[src/rtl/credit_queue.sv]
module credit_queue #(
    parameter type payload_t = logic,
    parameter int  DEPTH     = 2
) (
    input  logic     clk,
    input  logic     rst,
    input  logic     push,
    input  payload_t push_data,
    input  logic     pop,
    output payload_t pop_data,
    output logic     not_empty,
    output logic     credit
);

    localparam int PW = (DEPTH > 1) ? $clog2(DEPTH) : 1;
    localparam int CW = $clog2(DEPTH + 1);

    payload_t      mem [DEPTH];
    logic [PW-1:0] wr_ptr;
    logic [PW-1:0] rd_ptr;
    logic [CW-1:0] count;

    // Show-ahead read: the head entry is always on pop_data.
    assign pop_data  = mem[rd_ptr];
    assign not_empty = (count != '0);

    always_ff @(posedge clk) begin
        if (push) begin
            mem[wr_ptr] <= push_data;
        end
    end

    always_ff @(posedge clk) begin
        if (rst) begin
            wr_ptr <= '0;
            rd_ptr <= '0;
            count  <= '0;
            credit <= 1'b0;
        end else begin
            credit <= pop;
            if (push) begin
                wr_ptr <= (wr_ptr == PW'(DEPTH - 1)) ? '0 : wr_ptr + 1'b1;
            end
            if (pop) begin
                rd_ptr <= (rd_ptr == PW'(DEPTH - 1)) ? '0 : rd_ptr + 1'b1;
            end
            count <= count + CW'(push) - CW'(pop);
        end
    end

endmodule

[config.mk]
export PLATFORM = sky130hd
export DESIGN_NAME = credit_queue
export DESIGN_NICKNAME = d
export VERILOG_FILES = /design/src/rtl/credit_queue.sv
export SDC_FILE = /design/constraint.sdc
export NUM_CORES = 1
export LEC_CHECK = 0
export BUFFER_PORTS_ARGS = -buffer_cell sky130_fd_sc_hd__buf_2
export CORE_AREA = 2 2 39 41
export DETAILED_ROUTE_END_ITERATION = 7
export DIE_AREA = 0 0 41 43
export RECOVER_POWER = 50
export SLEW_MARGIN = 20
export SYNTH_ARGS = -nofsm -noshare
export SYNTH_HDL_FRONTEND = slang
export SYNTH_SLANG_ARGS = --single-unit
[constraint.sdc]
create_clock -name clk -period 1.35 [get_ports clk]
set_input_delay 0 -clock clk [delete_from_list [all_inputs] [get_ports clk]]
set_output_delay 0 -clock clk [all_outputs]
set_load 0.1 [all_outputs]
---- Word-level counts from Yosys, hierarchy flattened ----
Memories as Yosys holds them, arrays and structs flattened. A register that Yosys moved wholly into a read port is not among the register bits.
Cells that the tools add are included.
word-level totals
  flip-flop bits (word level) ............. 5
  RAM bits ................................ 2
  word-level logic and storage cells ...... 16
  memories kept ........................... 1
memories
  memory  words  width  rd ports  clocked after memory_dff  wr ports  RTL line  source
  mem     2      1      1         1                         1         18        payload_t mem [DEPTH];
cells by class
  add/sub/neg operators ................... 4
  mux-type cells .......................... 6
  reductions and logical operators ........ 1
operators by type and width
  cell                                         count
  1-bit 2-to-1 mux                             6
  1-bit adder (second input constant)          2
  2-bit by 1-bit adder with 2-bit output       1
  2-bit nonzero test                           1
  2-bit by 1-bit subtractor with 2-bit output  1

---- Depth between registers and ports, before layout ----
Gate-level depths: netlist of the first run.
  word-level depth ........................ 4
  depth in mapped cells ................... 6

---- Least setup slack after synthesis of the first run ----
OpenSTA, ideal clock, no wires.
  path type ............................... register to register
  start ................................... register count[0]
  end ..................................... register count[1]
  arrival time ............................ 1.000 ns
  path slack .............................. 0.240 ns
  stages on the path, launching flop included .. 7
  path buffers ............................ 0
  period minus slack after synthesis ...... 1.110 ns
  cell sequence ........................... dfxtp_1 inv_1 ha_1 inv_1 ha_1 xnor3_1 nor2_1
between the ends
  cells in the longest elaborated chain, start to end .. 2
ends and longest elaborated chain
  item                                         RTL line  source
  start: declaration                           21        logic [CW-1:0] count;
  start signal: assignment                     47        count <= count + CW'(push) - CW'(pop);
  2-bit by 1-bit adder with 2-bit output       47
  2-bit by 1-bit subtractor with 2-bit output  47
Every way passes these cells.
A chain may end at the register's enable or synchronous reset.

==> flow_summary.ini, run 1 <==
[synth]
synth_area_sq_um = 310
ys.flop_type = dfxtp_1
synth_edf_count = 2
ys_seq_elements = 8
synth_top_area_share_pct = 38.7
yosysWarningCount = 0
yosysMostFrequentCell = dfxtp_1
syn-num-nets = 32
synthCells = 25
ys_types = 11
async_reset_ff_share_pct = 0
syn_avg_cell_area_sq_um = 12.4
synth_commonest_cells = dfxtp_1, nor2_1, nor2b_1
yosysTopAreaCell = dfxtp_1
synth.area.top_cells = dfxtp_1, edfxtp_1, ha_1
seq_area_frac_synth_pct = 58.1

[clock_tree]
cts_resized = 0
cts_root_buf = clkbuf_4
clk_latency_ns = 0.26
postCtsHoldBufs = 2
clk_transition_reported_paths_ns = 0.06
clockBufferDepth = 2
post_cts_buffers = 0
htree_levels = 1
cts.sinks = 8
cts_buffers = 3
cts_tree = yes

[critical_path]
crit_end = pop_data
r2r_start = count[0]
crit_buf_inv = 1
cp_num_cells = 2
reg2reg_slack_ns = 0.17
worstPathMaxFanout = 1
arrival_ns = 1.18
cp.required_ns = 1.35
cp-start-kind = register
critPathMaxStageDelay_ns = 0.32
end_kind = output pin
r2r_end = count[1]
crit_chain = mux2_2 -> buf_2
ff2ff_path_depth = 6
crit_path_top_delay_cell = dfxtp_1
crit_type = reg -> out
cpLargestDelayFamily = flip-flops

[sta]
setup_violations = 0
finClkSkew_ns = 0.00759
holdWs_ns = 0.00529
rsz0062_at_grt = no
tightestPinTransition_ns = 0.484
slew_headroom_pct = 68.0
hold_viol = 0
min_period_ns = 1.18
fin_crit_sh_pct = 87.7
maxSlewViolCount = 0
timing.fmax_mhz = 845
tns_ns = 0

[run]
maxCapViolCount = 0

[status]
outcome = completed

[placed_design]
gp_congestion = 0.647
io_buffer_count = 7
placed_cell_area_sq_um = 365
hpwl_microns = 340

[die]
io-pin-count = 8
die_area_sq_um = 1760
die_x_microns = 41
start_util_pct = 22.4
num_rows = 14
die-height_microns = 43
core_sq_um = 1380

[route]
final_antenna_net_count = 0
routed_wl_microns = 475
via_per_inst = 3.81
drc = 0
wl_per_cell_microns = 8.80
vias = 206
drt_pre_antenna_iters = 2
drtIter0Drc = 5

[grt]
grt.overflow.total = 0
grt_max_degree = 7
grt_pass1_vias = 217
grt_util_all_layers_pct = 8.40
grt_first_pass_wirelength_microns = 862
antenna_found_initial = 0

[pwr]
sw_frac_of_total_pct = 34.9
p_comb_share_pct = 30.9
p_total_mw = 0.706
clockPowerShare_pct = 28.4
leakage_nw = 0.180
power_per_cell_area_nw_per_um2 = 1730
switchingPower_mw = 0.246
p_int_mw = 0.460
p_seq_share_pct = 40.6
ir_drop_mv = 0.796

[layout]
syn2layout_area_growth_pct = 31.9
antenna_cells = 0
fin_area_sq_um = 409
fin_util_pct = 29.6
drive_gt1_share_pct = 26.3
nets = 46

[hold_path]
hold_class = in -> reg
## how the worst min path moves through the flow
stage / start / slack [ns] / endpoint / cells past startpoint
2_1_floorplan: rst / 0.07 / count[0] / 1
3_3_place_gp: push_data / 0.19 / mem[0] / 1
3_5_place_dp: push_data / 0.21 / mem[0] / 1
4_1_cts: pop / 0.006 / credit / 2
5_1_grt: pop / 0.01 / credit / 2
6_report: pop / 0.005 / credit / 2
## worst reg2reg max path, stage by stage, from the launching register on
cell	delay, ns
dfxtp_1	0.32
inv_1	0.04
ha_1	0.26
inv_1	0.04
ha_1	0.18
xnor3_1	0.19
nor2_1	0.04
## cells by family after synthesis
kind of cell	synth area share (%)
multiplexers	3.63
adder cells (fa/ha/maj)	8.06
XOR/XNOR	12.9
AND/OR/NAND/NOR	14.9
flip-flops	58.1
buffers and inverters	2.42
## layer usage
metal	up-vias	part of all wire [%]	global-route usage, %
li1	104	-	-
met1	95	37	6.60
met2	7	53	12.2
met3	0	9.9	9.42
met4	0	0	4.00
met5	-	0	0
## cell usage in the layout, fill, tap and decap left out
cell type | netlist | final
inv_1 | 2 | 2
xnor2_1 | 2 | 2
ha_1 | 2 | 2
nor2b_1 | 3 | 3
edfxtp_1 | 2 | 2
nor2_1 | 4 | 4
or2_2 | 1 | 1
buf_2 | 0 | 5
dlygate4sd3_1 | 0 | 2
dfxtp_1 | 6 | 6
clkbuf_1 | 0 | 3
clkbuf_4 | 0 | 3
and2_1 | 1 | 1
xnor3_1 | 1 | 1
mux2_2 | 1 | 1
## metrics by stage
| stage | worst slack, ns | cells |
|---|---|---|
| after global placement | 0.182 | 48 |
| after global routing | 0.0802 | 54 |
| after CTS | 0.151 | 54 |
| after detailed placement | 0.167 | 48 |
| after floorplan | 0.240 | 25 |
| final | 0.166 | 54 |
## layout make-up
class / count / area [sq um]
Fill cell: 152 / 975
Clock buffer: 4 / 26.3
Inverter: 2 / 7.51
Timing Repair Buffer: 9 / 52.6
Multi-Input combinational cell: 15 / 123
Sequential cell: 8 / 180
Tap cell: 16 / 20.0
## power groups by stage
stage | Combinational, mW | Sequential, mW | Clock, mW
2_1_floorplan | 0.174 | 0.302 | 0
3_3_place_gp | 0.213 | 0.293 | 0
3_5_place_dp | 0.216 | 0.293 | 0
4_1_cts | 0.223 | 0.288 | 0.207
5_1_grt | 0.234 | 0.292 | 0.230
6_report | 0.218 | 0.287 | 0.201
No activity file was read; power rests on OpenSTA's default activity.
==> inputs of run 2 (changes only) <==
--- a/config.mk
+++ b/config.mk
@@ -10,6 +10,7 @@
 export DETAILED_ROUTE_END_ITERATION = 7
 export DIE_AREA = 0 0 41 43
 export RECOVER_POWER = 50
+export SKIP_CTS_REPAIR_TIMING = 1
 export SLEW_MARGIN = 20
 export SYNTH_ARGS = -nofsm -noshare
 export SYNTH_HDL_FRONTEND = slang
==> constraint.sdc (replaced) <==
create_clock -name clk -period 1.35 [get_ports clk]
set_input_delay 0 -clock clk [delete_from_list [all_inputs] [get_ports clk]]
set_output_delay 0 -clock clk [all_outputs]
set_load 0.01 [all_outputs]
==> flow_summary.ini, run 2 (same netlist as run 1, synthesis figures left out) <==
[die]
die-height_microns = 43
die_x_microns = 41
core_sq_um = 1380
die_area_sq_um = 1760
io-pin-count = 8
start_util_pct = 22.4
num_rows = 14

[clock_tree]
cts.sinks = 8
clk_latency_ns = 0.26
clockBufferDepth = 2
cts_root_buf = clkbuf_4
clk_transition_reported_paths_ns = 0.06
htree_levels = 1
cts_buffers = 3
cts_tree = yes

[grt]
grt_first_pass_wirelength_microns = 834
grt.overflow.total = 0
grt_pass1_vias = 205
antenna_found_initial = 0
grt_max_degree = 7
grt_util_all_layers_pct = 8.20

[layout]
area.sequential_sq_um = 180
syn2layout_area_growth_pct = 31.5
final_cell_mix = dfxtp_1, nor2_1, clkbuf_1, buf_2
drive_gt1_share_pct = 23.7
layout_commonest_cell = dfxtp_1
multi_input_area_sq_um = 123
antenna_cells = 0
fill_cells = 153
nets = 46

[sta]
slew_headroom_pct = 83.5
maxSlewViolCount = 0
tns_ns = 0
fin_crit_sh_pct = 87.5
tightestPinTransition_ns = 0.247
rsz0062_at_grt = no
holdWs_ns = 0.0119
timing.fmax_mhz = 847
finClkSkew_ns = 0.00782
setup_violations = 0
hold_viol = 0
min_period_ns = 1.18

[pwr]
leakage_nw = 0.176
power_per_cell_area_nw_per_um2 = 1480
ir_drop_mv = 0.777

[run]
maxCapViolCount = 0

[route]
via_per_inst = 3.78
drtIter0Drc = 5
final_antenna_net_count = 0
drc = 0
vias = 204
drt_pre_antenna_iters = 2
wl_per_cell_microns = 8.91
routed_wl_microns = 481

[critical_path]
arrival_ns = 1.32
cp.required_ns = 1.49
crit_type = reg -> reg
cp-start-kind = register
end_kind = register
worstPathMaxFanout = 2

[placed_design]
io_buffer_count = 7
hpwl_microns = 340
gp_congestion = 0.647

[status]
outcome = completed

[hold_path]
hold_class = in -> reg
-- run 2: changes by cell type in the layout (fill, tap and decap cells not counted), sizes merged --
cell,before,now
buf,5,4
clkbuf,6,7
-- run 2: metal layers --
metal	share of wire [%]	GRT usage, %	vias to the layer above
li1	-	-	104
met1	37	6.60	93
met2	52	11.6	7
met3	10	9.42	0
met4	0	4.00	0
met5	0	0	-
-- run 2: worst paths after layout --
| kind | depth (start not counted) | slack (ns) | to | from |
|---|---|---|---|---|
| worst min-delay path | 2 | 0.01 | credit | pop |
| worst max-delay path | 6 | 0.17 | count[1] | count[0] |
| worst max register to register | 6 | 0.17 | count[1] | count[0] |
| worst min register to register | 2 | 0.52 | rd_ptr | rd_ptr |
-- run 2: area by class of cell --
type                            instances  area share (%)
Inverter                                2            1.84
Multi-Input combinational cell         15            30.1
Sequential cell                         8            44.2
Clock buffer                            4            6.44
Timing Repair Buffer                    9            12.6
Tap cell                               16            4.91
-- run 2: through the flow --
stage | area, sq um | total power [mW] | utilization, % | worst slack (ns) | cells
6_report | 408 | 0.604 | 29.5 | 0.169 | 54
5_1_grt | 408 | 0.654 | 29.5 | 0.0802 | 54
4_1_cts | 392 | 0.611 | 28.3 | 0.155 | 52
3_5_place_dp | 365 | 0.407 | 26.4 | 0.167 | 48
3_3_place_gp | 365 | 0.404 | 26.4 | 0.182 | 48
2_1_floorplan | 310 | 0.372 | - | 0.240 | 25
-- run 2: worst max-delay path: stages, from the launching register on --
cell and delay, ns:
dfxtp_1 0.32, inv_1 0.04, ha_1 0.26, inv_1 0.04
ha_1 0.18, xnor3_1 0.19, nor2_1 0.04
-- run 2: where the power goes --
group	switching (mW)	total, mW	internal (mW)	leakage, nW
clock	0.0875	0.201	0.113	0.0150
sequential	0.0124	0.287	0.275	0.0688
combinational	0.0446	0.116	0.0716	0.0925
total	0.144	0.604	0.460	0.176
==> inputs of run 3 (changes only) <==
==> constraint.sdc (replaced) <==
create_clock -name clk -period 1 [get_ports clk]
set_input_delay 0 -clock clk [delete_from_list [all_inputs] [get_ports clk]]
set_output_delay 0 -clock clk [all_outputs]
set_load 0.01 [all_outputs]
==> flow_summary.ini, run 3 (same netlist as run 1, synthesis figures left out) <==
[status]
outcome = finished with violations
failed_checks = negative hold slack, negative setup slack

[critical_path]
ff2ff_path_depth = 6
r2r_start = count[0]
crit_buf_inv = 2
worstPathMaxFanout = 2
cp.required_ns = 1.15
crit_chain = inv_2 -> ha_4 -> inv_2 -> ha_4 -> xnor3_1 -> nor2_1
critPathMaxStageDelay_ns = 0.33
crit_path_top_delay_cell = dfxtp_2
reg2reg_slack_ns = -0.11
cpLargestDelayFamily = adder cells
end_kind = register
r2r_end = count[1]
cp-start-kind = register
arrival_ns = 1.26
crit_type = reg -> reg

[sta]
holdWs_ns = -0.0187
finalWorstSetupSlack_ns = -0.112
slew_headroom_pct = 88.3
fin_crit_sh_pct = 111
min_period_ns = 1.11
maxSlewViolCount = 0
rsz0062_at_grt = yes
setup_violations = 2
timing.fmax_mhz = 899
hold_viol = 5
finClkSkew_ns = 0.00520
tightestPinTransition_ns = 0.174

[run]
maxCapViolCount = 0

[placed_design]
pre_cts_slack_ns = -0.177
hpwl_microns = 347
gp_congestion = 0.605
io_buffer_count = 7
placed_cell_area_sq_um = 365
post-place-cells = 48

[clock_tree]
cts.sinks = 8
clockBufferDepth = 2
cts_tree = yes
htree_levels = 1
clk_latency_ns = 0.25
cts_buffers = 3
clk_transition_reported_paths_ns = 0.06
cts_root_buf = clkbuf_4

[route]
via_per_inst = 3.87
drtIter0Drc = 1
routed_wl_microns = 490
wl_per_cell_microns = 9.42
drt_pre_antenna_iters = 2
vias = 201
drc = 0
final_antenna_net_count = 0

[grt]
grt_util_all_layers_pct = 7.08
grt_first_pass_wirelength_microns = 738
grt_pass1_vias = 199
antenna_found_initial = 0
grt_max_degree = 7
grt.overflow.total = 0

[layout]
fin_area_sq_um = 440
fin_cells = 52
fin_util_pct = 31.8
nets = 45
drive_gt1_share_pct = 47.2
final_cell_mix = nor2_1, dfxtp_1, buf_2
syn2layout_area_growth_pct = 41.9
antenna_cells = 0

[hold_path]
holdPathStages = 2
hold_class = in -> reg
hp-start = rst

[die]
io-pin-count = 8
start_util_pct = 22.4
die_area_sq_um = 1760
die-height_microns = 43
core_sq_um = 1380
die_x_microns = 41
num_rows = 14

[pwr]
ir_drop_mv = 0.992
leakage_nw = 0.185
power_per_cell_area_nw_per_um2 = 1910
[run 3: cell type report]
cell class,count,area [sq um]
clock buffer,3,22.5
fill,150,943
inverter,2,7.51
multi-input combinational,15,151
sequential,8,183
tap,16,20.0
timing repair buffer,8,56.3
[run 3: routing by layer]
metal | vias up | part of all wire, % | routed length, microns | global-route usage (%)
li1 | 102 | - | - | -
met1 | 91 | 39 | 190 | 6.91
met2 | 6 | 53 | 258 | 9.69
met3 | 2 | 5.9 | 29 | 3.14
met4 | 0 | 2.4 | 12 | 8.00
met5 | - | 0 | 0 | 0
[run 3: worst register-to-register path, delay by kind of cell (launching register included)]
| family | cells | cell delay, ns |
|---|---|---|
| adder cells (fa/ha/maj) | 2 | 0.39 |
| flip-flops | 1 | 0.33 |
| XOR/XNOR | 1 | 0.18 |
| buffers and inverters | 2 | 0.07 |
| AND/OR/NAND/NOR | 1 | 0.04 |
[run 3: report_power, final]
part           switching [mW]  total, mW  leakage, nW  internal, mW
Combinational          0.0735      0.202        0.102         0.128
Sequential             0.0212      0.394       0.0693         0.373
Clock                   0.107      0.245       0.0138         0.137
[run 3: through the flow]
step	power, mW	setup TNS (ns)	hold WS (ns)
3_5_place_dp	0.548	-0.327	0.207
5_1_grt	0.886	-0.335	-0.000546
6_report	0.841	-0.180	-0.0187
4_1_cts	0.798	-0.373	-0.0573
3_3_place_gp	0.543	-0.296	0.195
2_1_floorplan	0.503	-0.202	0.0716
[run 3: worst max path at each step]
stage              from        to  slack, ns  cells past startpoint
4_1_cts        count[0]  count[1]      -0.18                      6
3_5_place_dp   count[0]  count[1]      -0.18                      6
5_1_grt        count[0]  count[1]      -0.17                      6
3_3_place_gp   count[0]  count[1]      -0.17                      6
6_report       count[0]  count[1]      -0.11                      6
2_1_floorplan  count[0]  count[1]      -0.11                      6
