## config.mk

```make
export PLATFORM = sky130hd
export DESIGN_NAME = argmax_select
export DESIGN_NICKNAME = d
export VERILOG_FILES = /design/src/rtl/digit_pkg.sv /design/src/rtl/argmax_select.sv
export SDC_FILE = /design/constraint.sdc
export NUM_CORES = 1
export LEC_CHECK = 0
export BUFFER_PORTS_ARGS = -buffer_cell sky130_fd_sc_hd__buf_4
export CAP_MARGIN = 20
export CORE_ASPECT_RATIO = 2
export CORE_MARGIN = 4
export CORE_UTILIZATION = 55
export CTS_CLUSTER_SIZE = 14
export DETAILED_ROUTE_END_ITERATION = 6
export GPL_ROUTABILITY_DRIVEN = 0
export GPL_TIMING_DRIVEN = 0
export PLACE_DENSITY = 0.87
export SLEW_MARGIN = 25
export SYNTH_ARGS = -nofsm -noshare
export SYNTH_HDL_FRONTEND = slang
export SYNTH_SLANG_ARGS = --single-unit
```

## constraint.sdc

```tcl
create_clock -name clk -period 46.4 [get_ports clk]
set_input_delay 6.96 -clock clk [delete_from_list [all_inputs] [get_ports clk]]
set_output_delay 6.96 -clock clk [all_outputs]
set_load 0.01 [all_outputs]
```

## src/rtl/digit_pkg.sv

```systemverilog
package digit_pkg;

    localparam int IN_SIDE  = 52;
    localparam int OUT_SIDE = 28;
    localparam int N_PIX    = OUT_SIDE * OUT_SIDE;
    localparam int N_HID    = 64;
    localparam int N_OUT    = 10;

    typedef logic signed [15:0] hidden_t;
    typedef hidden_t [N_HID-1:0] hid_vec_t;

    typedef logic signed [31:0] score_t;
    typedef score_t [N_OUT-1:0] score_vec_t;

    // Nearest-neighbour sampling: scaled coordinate c reads source coordinate c*52/28.
    function automatic int src_index(input int c);
        return (c * IN_SIDE) / OUT_SIDE;
    endfunction

    // Integer mixing hash, shared by both weight tables.
    function automatic logic [31:0] mix_hash(input int a, input int b, input logic [31:0] salt);
        logic [31:0] h;
        h = salt ^ (32'(a) * 32'h9e37_79b1) ^ (32'(b) * 32'h85eb_ca6b);
        h = h ^ (h >> 15);
        h = h * 32'h2c1b_3c6d;
        h = h ^ (h >> 12);
        h = h * 32'h297a_2d39;
        h = h ^ (h >> 15);
        return h;
    endfunction

    // Hidden weights span -8 to 7, so 784 of them stay inside 16 bits.
    function automatic logic signed [3:0] w_hidden(input int neuron, input int pixel);
        logic [31:0] h;
        h = mix_hash(neuron, pixel, 32'h1b87_3593);
        return h[31:28];
    endfunction

    function automatic logic signed [7:0] w_output(input int digit, input int neuron);
        logic [31:0] h;
        h = mix_hash(digit, neuron, 32'hcc9e_2d51);
        return h[31:24];
    endfunction

endpackage
```

## src/rtl/argmax_select.sv

```systemverilog
module argmax_select
    import digit_pkg::*;
#(
    parameter int OUT_CREDITS = 2
) (
    input  logic       clk,
    input  logic       rst,
    input  logic       score_ready,
    input  score_vec_t score_vec,
    output logic       score_pop,
    output logic       out_valid,
    output logic [3:0] out_digit,
    input  logic       out_credit
);

    localparam int CW = $clog2(OUT_CREDITS + 1);

    logic [CW-1:0] credits;
    logic [3:0]    best_idx;
    score_t        best_val;

    assign score_pop = score_ready && (credits != '0);

    // Strict comparison keeps the lowest index on a tie.
    always_comb begin
        best_idx = 4'd0;
        best_val = score_vec[0];
        for (int d = 1; d < N_OUT; d++) begin
            if (score_vec[d] > best_val) begin
                best_idx = 4'(d);
                best_val = score_vec[d];
            end
        end
    end

    always_ff @(posedge clk) begin
        if (score_pop) begin
            out_digit <= best_idx;
        end
    end

    always_ff @(posedge clk) begin
        if (rst) begin
            out_valid <= 1'b0;
            credits   <= CW'(OUT_CREDITS);
        end else begin
            out_valid <= score_pop;
            credits   <= credits - CW'(score_pop) + CW'(out_credit);
        end
    end

endmodule

```

### After elaboration in Yosys (flattened, before gate mapping)

Index checks and enable logic that the tools add are counted.

| cells by class | value |
|---|---|
| multiplexer cells | 16 |
| $lt $le $gt $ge | 9 |
| $add $sub $neg | 2 |
| reductions and logical operators | 3 |

Operators with widths:

| kind | number |
|---|---|
| greater-than comparator 32 bit | 9 |
| 2-to-1 mux 32 bit | 8 |
| 2-to-1 mux 4 bit | 6 |
| adder 2 x 1 -> 2 bit | 1 |
| 2-to-1 mux 1 bit | 2 |
| nonzero test 2 bit | 1 |
| OR reduction 2 bit | 1 |
| subtractor 2 x 1 -> 2 bit | 1 |
| logical AND 1 bit | 1 |

| word-level totals | value |
|---|---|
| logic and storage cells | 34 |
| flip-flop bits (word level) | 7 |
| output and inout bits | 6 |

### Depth between registers and ports, before layout

Gate-level depths: netlist (run 1).

| logic depth | value |
|---|---|
| depth after elaboration | 18 |
| mapped depth | 155 |

### Worst setup path after synthesis (run 1)

OpenSTA, ideal clock, no wires.

| path | value |
|---|---|
| path kind | input to register |
| start | input port score_vec[31] in the netlist's numbering |
| end | register out_digit[1] (data pin) |
| data arrival time | 30.268 ns |
| stages | 150 |
| buffers on the path | 13 |
| path slack | 15.872 ns |
| cell sequence | inv_1 -> ha_1 -> buf_4 -> nand4_2 -> or3_1 -> o21ai_0 -> o21ai_0 -> o211ai_1 -> buf_2 -> buf_1 -> mux2i_1 -> ha_1 -> a211oi_1 -> o21ai_0 -> a211oi_1 -> a21boi_0 -> o221a_2 -> a21boi_2 -> [... 114 more ...] -> ha_1 -> nor2b_1 -> o21ai_0 -> nand2b_1 -> a21oi_1 -> nor2b_1 -> o21ai_0 -> nand2b_1 -> a21oi_1 -> nor2b_1 -> o21ai_0 -> nand2_1 -> a211oi_1 -> nor2_1 -> a311oi_1 -> inv_1 -> nand2_1 -> a21oi_1 |

| between the ends | value |
|---|---|
| longest elaborated chain between the ends | 18 |
| elaborated cells between the ends (all ways) | 24 |
| those cells by class | order compare (9); mux (14); reduce/logical (1) |

Ends and longest elaborated chain:

| element | RTL line | RTL |
|---|---|---|
| start, declared | argmax_select.sv:9 | `input score_vec_t score_vec,` |
| greater-than comparator 32 bit | argmax_select.sv:29 | `if (score_vec[d] > best_val) begin` |
| 2-to-1 mux 32 bit (*) | argmax_select.sv:29 |  |
| greater-than comparator 32 bit | argmax_select.sv:29 |  |
| 2-to-1 mux 32 bit | argmax_select.sv:29 |  |
| greater-than comparator 32 bit | argmax_select.sv:29 |  |
| 2-to-1 mux 32 bit | argmax_select.sv:29 |  |
| greater-than comparator 32 bit | argmax_select.sv:29 |  |
| 2-to-1 mux 32 bit | argmax_select.sv:29 |  |
| [... 2 more ...] | - |  |
| greater-than comparator 32 bit | argmax_select.sv:29 |  |
| 2-to-1 mux 32 bit | argmax_select.sv:29 |  |
| greater-than comparator 32 bit | argmax_select.sv:29 |  |
| 2-to-1 mux 32 bit | argmax_select.sv:29 |  |
| greater-than comparator 32 bit | argmax_select.sv:29 |  |
| 2-to-1 mux 32 bit | argmax_select.sv:29 |  |
| greater-than comparator 32 bit | argmax_select.sv:29 |  |
| OR reduction 2 bit (no source line) | - |  |
| end signal, assigned | argmax_select.sv:38 | `out_digit <= best_idx;` |
| end, declared | argmax_select.sv:12 | `output logic [3:0] out_digit,` |

Every way passes the cells marked *; elsewhere a longest branch is shown, timed or not.
A chain may end at the register's enable or synchronous reset.

### Worst setup path in the final report (run 1)

| path | value |
|---|---|
| start | input port score_vec[14] in the netlist's numbering |
| end | register out_digit[2] (data pin) |

| between the ends | value |
|---|---|
| longest elaborated chain between the ends | 18 |
| elaborated cells between the ends (all ways) | 23 |
| those cells by class | order compare (9); mux (13); reduce/logical (1) |

Ends and longest elaborated chain:

| element | RTL line |
|---|---|
| greater-than comparator 32 bit | argmax_select.sv:29 |
| 2-to-1 mux 32 bit (*) | argmax_select.sv:29 |
| greater-than comparator 32 bit | argmax_select.sv:29 |
| 2-to-1 mux 32 bit (*) | argmax_select.sv:29 |
| greater-than comparator 32 bit | argmax_select.sv:29 |
| 2-to-1 mux 32 bit | argmax_select.sv:29 |
| greater-than comparator 32 bit | argmax_select.sv:29 |
| 2-to-1 mux 32 bit | argmax_select.sv:29 |
| [... 2 more ...] | - |
| greater-than comparator 32 bit | argmax_select.sv:29 |
| 2-to-1 mux 32 bit | argmax_select.sv:29 |
| greater-than comparator 32 bit | argmax_select.sv:29 |
| 2-to-1 mux 32 bit | argmax_select.sv:29 |
| greater-than comparator 32 bit | argmax_select.sv:29 |
| 2-to-1 mux 32 bit | argmax_select.sv:29 |
| greater-than comparator 32 bit | argmax_select.sv:29 |
| OR reduction 2 bit (no source line) | - |

Marked as above.

==> impl_summary.md, run 1 <==
Critical path
The highest fanout seen on the critical path is 10. STA puts the critical path data required time at approximately 46,000 ps. The critical path contains buffers and inverters numbering 18 combined. By startpoint and endpoint, the worst setup path is classified as in -> reg. The delay contributed by the slowest stage of the critical path is 780 ps. The cell family contributing the most delay on the critical path is compound AO/OA/AOI/OAI gates. The arrival time at the worst endpoint is 37,460 ps. The type of origin of the critical path is a primary input. The most numerous cell type found on the critical path is a21oi_1.

The worst setup path is captured at a flop. The setup check on the worst reg-to-reg path leaves a slack of 44,700 ps. The slowest cell on the critical path is buf_1.

Yosys
In this run the mean area of a mapped cell was 7.326 sq um. For this run, the number of Yosys warnings is 0. The number of nets handed over by synthesis was between 2,000 and 2,500. The synthesized netlist contains 77 unique library cells.

The async set-or-reset flop fraction in the synthesized netlist is 0%. After synthesis, flip-flops and latches occupy between 1.5 and 2% of the total area. The gate count of the mapped netlist is between 1,500 and 2,000.

The post-synthesis register bit count is 7. The netlist area before placement is 0.01120 sq mm. The number of synthesized flops with an enable pin is 4. The flip-flop cell with the highest count after synthesis is edfxtp_1.

Routing
The number of antenna-violating nets in the routed design is 0. The detailed router finished its first iteration with about 570 violations. The routed design has ~40,000 um of wire. In the routed design, unresolved DRC markers number 0. The total via count after detailed routing is around 13,000. The vias per cell is 6.078.

Dividing the detail-routed wire length by the instance count gives 18.81 um. The first detailed-routing pass ran for 5 iterations.

STA
The number of hold violations in the final report is 0. Subtracting the final worst setup slack from the clock period gives approximately 37,000 ps. The number of max-slew violations in the final report is 0. The peak clock frequency supported by timing is 0.02668 GHz. The worst path uses about four fifths of the clock period. For the final routed database, the setup TNS stands at 0 ps.

The worst relative slew slack is 29.49%. The actual transition at the worst max-transition pin is ~1100 ps. Setup repair after global routing left no endpoint under its margin. Across all hold checks on the routed design, the worst slack comes to 566.8 ps.

The final worst clock skew is 6.478 ps. Setup violations remaining at the end of the flow were counted as 0.

Global route
In the global route stage, overall resource usage came out at between 30% and 40%. The number of global-route vias before repair is roughly 14,000. The first global-routing pass estimated 61,670 um of wire. The number of antenna violations at the first check in global routing is 0. The pin count of the biggest net entering global routing is 11. Global routing finished with a remaining overflow of 0.

Place
Counting tap cells, the placed design contains a total of ~2,100 instances. The sum of net half-perimeters after detailed placement is between 30,000 and 40,000 um. The quantity of I/O buffers inserted on ports is approximately 330. The instance area after placement is about 0.014 sq mm.

Finish
The layout overhead on the synthesized area is 25.48%. The total inserted antenna cells is 0. The finished layout cell area is ~0.014 sq mm. The post-layout instance count excluding filler cells is ~2,100. The net count of the finished layout is roughly 2,500. Of the cells placed in the final design, the portion with a size suffix greater than 1 is between 20% and 30%.

The layout has about 1,700 filler cells.

Min path
The worst hold-check path type is reg -> reg.

Power and ir drop
Summing internal, switching and leakage power gives 1278 uW. The share of total power dissipated in sequential elements is under 10%. Summed over all cells, the static leakage comes to about 0.0074 uW.

Of the total power, the share spent switching nets is between 50% and 60%. The internal portion of the total power is 571.9 uW. The clock share of power is under 10%.

IR analysis of the VDD net gives a maximum drop of ~150 uV. In this run the power spent charging and discharging nets is between 700 and 800 uW. The share of total power dissipated in combinational logic is 97.7%.

In this run the power density over the cells is 90.95 mW/mm^2.

Job
Max-cap violations in this run came to 0.

Clock tree
The total setup buffers inserted after CTS is 0. The tree is rooted in a clkbuf_16. The worst-skew pair later-pin latency is ~240 ps. In this run the deepest clock path goes through 2 buffers. Clock-pin slew was measured on the worst setup and hold paths at about 40 ps. TritonCTS built the clock tree. The total of hold buffers inserted after clock tree synthesis is 0. Counting every sink on the clock net gives 7. The number of CTS-inserted buffers is 3. The level count of the clock H-tree is 1. Once the clock tree was built, the resizer swapped 0 gates to a different size.

Die
Once the floorplan was initialized, standard cells occupied ~56% of the core. The die covers about 0.023 sq mm. The die is 209.8 um tall. The initialized floorplan defines between 70 and 80 standard-cell rows. For this design the top-level I/O count stands at 330. The area inside the core boundary is 0.02000 sq mm.

In this run the horizontal extent of the chip is 108.9 um.

Status
The flow ran to the end, and the final reports show no timing, DRC or antenna violations.
layout make-up:
type	instances	area, sq um	area share, %
flip-flops and latches	7	180.2	1.282
inverters	178	668.1	4.753
well taps	262	327.8	2.332
repair buffers	326	2447	17.41
clock buffers	4	78.83	0.5608
multi-input cells	1300	10150	72.21
plain buffers	44	203.9	1.451
worst reg2reg max path: stages (launching register included):
cell and delay [ps]:
dfxtp_1 360, o21a_1 310, ha_1 280, inv_1 60
ha_1 150, xor2_1 180, xnor2_1 140, nand2b_1 90
cell usage in the layout, fill, tap and decap left out, drive strengths merged, types with 9 or more instances in the layout:
cell type,instances
ha,278
nor2,142
nand3,11
mux2,99
mux2i,42
and4,10
nor2b,42
o21ai,65
nand2b,32
and2,31
nor3,11
nand2,97
or2,31
buf,342
nand4,60
inv,178
clkbuf,32
a31o,30
a21oi,150
xnor2,9
a21o,45
o211ai,9
power groups by stage:
| stage | Clock (uW) | Sequential (uW) | Combinational [uW] |
|---|---|---|---|
| 3_5_place_dp | 0 | 13.6 | 1220 |
| 2_1_floorplan | 0 | 14.5 | 903 |
| 4_1_cts | 15.5 | 13.8 | 1230 |
| 6_report | 15.6 | 13.8 | 1250 |
| 3_3_place_gp | 0 | 13.5 | 1180 |
| 5_1_grt | 15.7 | 14.0 | 1390 |
kinds of logic after synthesis:
group           count (synthesis)  synth area share, %
simple gates                  497                22.77
compound gates                368                21.65
fa+ha+maj                     280                31.24
buf+inv                       222                7.785
mux                           141                13.85
xor+xnor                       14                1.095
flops                           7                1.608
Yosys cell counts, types with 5 or more instances:
master,instances,share of area (%)
nand4_1,59,3.3
buf_1,6,0.20
inv_1,178,6.0
mux2_2,98,9.9
nand2_1,97,3.3
a21oi_1,150,6.7
nor2_1,142,4.8
a31o_1,28,2.2
nor4_1,6,0.34
a21o_1,45,3.0
o21a_1,7,0.47
and4_1,10,0.78
o21ai_0,62,2.8
mux2i_1,41,3.7
nor2b_1,42,2.3
or2_1,28,1.6
ha_1,278,31
xnor2_1,9,0.70
and2_1,31,1.7
o31a_1,6,0.47
nor3_1,11,0.49
clkbuf_1,28,0.94
xor2_1,5,0.39
a211oi_1,7,0.47
nand3_1,11,0.49
nand2b_1,32,1.8
o211ai_1,9,0.60
per-stage QoR:
stage	util [%]	setup slack, ps
2_1_floorplan	-	15870
3_3_place_gp	69.88	9933
3_5_place_dp	69.88	9369
4_1_cts	70.27	9492
5_1_grt	70.27	6967
6_report	70.27	8914
registers in the layout, indices dropped and copies added (netlist names):
signal,flops
out_valid,1
credits,2
out_digit,4
path summary, 6_finish.rpt:
kind,startpoint,endpoint,cells after the start
hold / removal,credits[1],credits[1],2
setup / recovery,score_vec[14],out_digit[2],149
setup reg to reg,credits[0],credits[1],7
hold reg to reg,credits[1],credits[1],2
per-layer routing:
metal	vias to the layer above	global-route usage [%]	routed length, um
met5	-	0	0
met2	551	63.42	20870
met3	250	4.832	1990
met4	0	31.87	4583
met1	5886	28.21	12460
li1	6205	-	-
Note: power is estimated with default switching activity, not from simulation.
==> run 2, diff against run 1 <==
--- a/config.mk
+++ b/config.mk
@@ -5,11 +5,12 @@
 export SDC_FILE = /design/constraint.sdc
 export NUM_CORES = 1
 export LEC_CHECK = 0
+export ABC_AREA = 1
 export BUFFER_PORTS_ARGS = -buffer_cell sky130_fd_sc_hd__buf_4
 export CAP_MARGIN = 20
 export CORE_ASPECT_RATIO = 2
 export CORE_MARGIN = 4
-export CORE_UTILIZATION = 55
+export CORE_UTILIZATION = 54
 export CTS_CLUSTER_SIZE = 14
 export DETAILED_ROUTE_END_ITERATION = 6
 export GPL_ROUTABILITY_DRIVEN = 0
==> constraint.sdc (replaced) <==
create_clock -name clk -period 34.7 [get_ports clk]
set_input_delay 5.205 -clock clk [delete_from_list [all_inputs] [get_ports clk]]
set_output_delay 5.205 -clock clk [all_outputs]
set_load 0.01 [all_outputs]
==> run 2 against run 1 <==
  * Cell area down 6.8%
  * Register-to-register slack worse by 11000 ps
  * Non-clock buffer count up 13
  * Hold slack better by 59 ps
  * Critical path depth down 47
  * Worst setup slack worse by 2100 ps
  * First-iteration DRC count down 16%
  * Die area down 6.6%
  * Synthesized area down 8.7%
  * Synthesized cell count up 10%
  * Critical path type unchanged
  * Critical endpoint unchanged
  * Highest routed layer unchanged
==> impl_summary.md, run 2 <==
Status
The flow ran to the end, and the final reports show no timing, DRC or antenna violations.

Clock tree
The cell chosen for the clock root is clkbuf_16. The TritonCTS clock tree is done. The clock reaches the later pin of the worst-skew pair after approximately 230 ps.

CTS saw 7 sinks. The number of gates resized after cts is 0. For this design, the CTS-stage hold fixing added 0 buffers. The number of CTS-inserted buffers is 3.

The clock-pin transition on the worst setup and hold timing paths is about 40 ps. No sink is reached through more buffers than the 2 on the longest clock path. In this run the number of H-tree levels came out at 1. Post-CTS timing repair inserted 0 buffers for setup.

Critical path
The slowest cell on the critical path is a2111oi_0. The setup slack of the worst register-to-register path is 33,270 ps. The worst register-to-register path begins at credits[0]. STA puts the critical path data required time at around 35,000 ps. The type of origin of the critical path is a primary input. The highest fanout seen on the critical path is 10. In this run the worst setup path begins at score_vec[11].

The worst register-to-register path has a depth of 6. The element type at the critical path end is a flop. The critical path start-end classification is in -> reg. By instance count, the cell type seen most on the critical path is nand2_1. For the worst setup path, the data arrival time is 27,900 ps. On the worst path, the slowest cell contributes a delay of 580 ps. The critical register-to-register path endpoint is credits[1].

Routing
The vias per cell is about 5.7. The remaining design rule violation count is 0. The routed wire length is approximately 38,000 um.

The total via count after detailed routing is 13,075. The average wire per standard cell is between 15 and 20 um. The first routing iteration left ~480 violations. The length of the first detailed-routing pass in iterations is 5. The count of nets left with antenna violations once routing finished came out at 0.

Yosys
Of the synthesized area, sequential elements account for under 10%. The fraction of post-synthesis cell area in the top cell type by area is 34.00%. After synthesis, the most frequently instantiated cells are 478 x nand2_1, 278 x ha_1, 202 x o21ai_0, 145 x inv_1, 118 x a21oi_1.

Among all cell types in the netlist, the one instantiated most often is nand2_1. In this run the mean area of a mapped cell was a little over 6 sq um. The flip-flop cell with the highest count after synthesis is edfxtp_1.

The biggest area consumer among synthesized cells is ha_1. Ranked by total cell area, the synthesized netlist is headed by ha_1 34%, nand2_1 18%, o21ai_0 9.9%. After synthesis the cells add up to ~0.010 sq mm.

The warning count from the yosys run is 0. The net count after synthesis is about 2,300. The number of synthesized flops with an enable pin is 4.

Synthesis handed over a netlist of ~1,700 instances. After synthesis, the share of flip-flops with an asynchronous set or reset is 0%. The post-synthesis register bit count is 7. The count of unique library cells instantiated by Yosys is 42.

STA
Measured against its own limit, the worst slew margin works out to around half. Based on the critical path, the design can be clocked at up to between 0.03 and 0.04 GHz. The number of endpoints failing setup at the final stage is 0.

The final critical path takes up approximately four fifths of the cycle. Setup repair after global routing left no endpoint under its margin. The post-route minimum period is between 20,000 and 30,000 ps.

For the pin with the worst max-slew slack, the measured transition is approximately 710 ps. The number of hold violations in the final report is 0. On the final layout, the worst clock skew is ~1.0 ps.

Final hold analysis gives a worst-case slack of ~630 ps. The number of max-slew violations in the final report is 0. The accumulated negative setup slack is 0 ps.

Finish
At the end of the flow, the number of nets in the layout was ~2,600. Counting flops per register, the top entry is out_digit. In the final layout, flip-flops and latches occupy roughly 180 sq um. The library cell used most frequently in the layout, excluding fill and tap cells, is nand2_1. The multi-input combinational cells in the finished layout cover a total of about 0.0092 sq mm. The largest registers in the layout are out_digit x4, credits x2, out_valid x1.

The post-route netlist has 19.98% of its cells at a drive strength greater than 1. In the layout the commonest cells are 478 x nand2_1, 332 x buf_4, 278 x ha_1. Fill cells in the final layout number between 1,500 and 2,000.

The layout overhead on the synthesized area is 28.08%. The number of flip-flops in the largest register is 4. For this run, the number of standard cells in the final layout without fillers is 2,274.

Place
The count of buffers added on input and output ports is around 330. The sum of net half-perimeters after detailed placement is 34,410 um. The count of placed standard cells including taps is 2,268.

Min path
The worst hold path begins at credits[1]. The worst hold path terminates at credits[1]. The cell depth of the worst min-delay path is 3. The worst hold-check path type is reg -> reg.

Job
The total of max-cap violations is 0.

Die
From left edge to right edge, the die measures 105.3 um. The die covers approximately 0.021 sq mm. The die outline height is 202.7 um. The initial utilization of the core area, before any placement, comes to 54.58%.

After floorplanning, the core was divided into slightly above 70 placement rows. The area inside the core boundary is roughly 0.019 sq mm. The total I/O pin count is 330.

Global route
The first global-routing pass estimated roughly 60,000 um of wire. The pin count of the biggest net entering global routing is 11. The total routing resource utilization after global routing is 33.95%. The number of antenna violations at the first check in global routing is 1.

The number of global-route vias before repair came to approximately 13,000. The leftover overflow at the end of global routing is 0.
-- run 2: changes by cell type in the layout (fill, tap and decap cells not counted), sizes merged, moves of 11 or more --
| cell | change |
|---|---|
| o21ai | +138 |
| clkbuf | +12 |
| a21o | -43 |
| nand2 | +391 |
| nand3 | +95 |
| mux2 | -99 |
| a31o | -30 |
| a211oi | +11 |
| nand2b | -32 |
| mux2i | -42 |
| nor2 | -74 |
| inv | -25 |
| a21oi | -32 |
| nor2b | -42 |
-- run 2: area by class of cell --
class,instances,area share (%)
clock buffer,4,0.6016
tap,255,2.435
buffer,54,1.919
antenna,2,0.03820
multi-input combinational,1470,70.40
sequential,7,1.375
timing repair buffer,329,18.85
inverter,153,4.383
-- run 2: how the worst max path moves through the flow --
stage | end | slack (ps)
2_1_floorplan | out_digit[2] | 13150
3_3_place_gp | out_digit[2] | 7320
3_5_place_dp | out_digit[2] | 7000
4_1_cts | out_digit[2] | 7280
5_1_grt | out_digit[2] | 4760
6_report | out_digit[2] | 6840
-- run 2: kinds of logic (layout without fill, tap and decap cells) --
family          after synthesis  count (layout)  synth area share, %
fa+ha+maj                   278             278                34.00
compound gates              379             379                20.23
buf+inv                     207             540                8.072
flops                         7               7                1.761
xor+xnor                      3               3               0.2569
other cells                   0               2                    0
simple gates                810             810                35.68
-- run 2: per-stage QoR --
| stage | utilization, % | setup slack, ps | instance area (sq um) |
|---|---|---|---|
| floorplan | - | 13150 | 10230 |
| detailed placement | 69.45 | 7000 | 13020 |
| CTS | 69.88 | 7277 | 13100 |
| finish | 69.90 | 6841 | 13100 |
| global placement | 69.45 | 7321 | 13020 |
| global route | 69.89 | 4764 | 13100 |
-- run 2: worst max-delay path: cells and delay by family --
kind            cells  cell delay (ps)
simple gates       52             9670
compound gates     25             5690
buf+inv            15             4410
fa+ha+maj           9             2790
xor+xnor            1              110
-- run 2: per-layer routing --
layer	routed length (um)	GRT usage, %
met5	0	0
met4	4737	34.16
met3	2005	4.327
met2	19550	64.93
met1	11650	28.37
Power of run 2 is not shown: default switching activity piles up to over one toggle a cycle in this logic, so the estimate is an artifact.
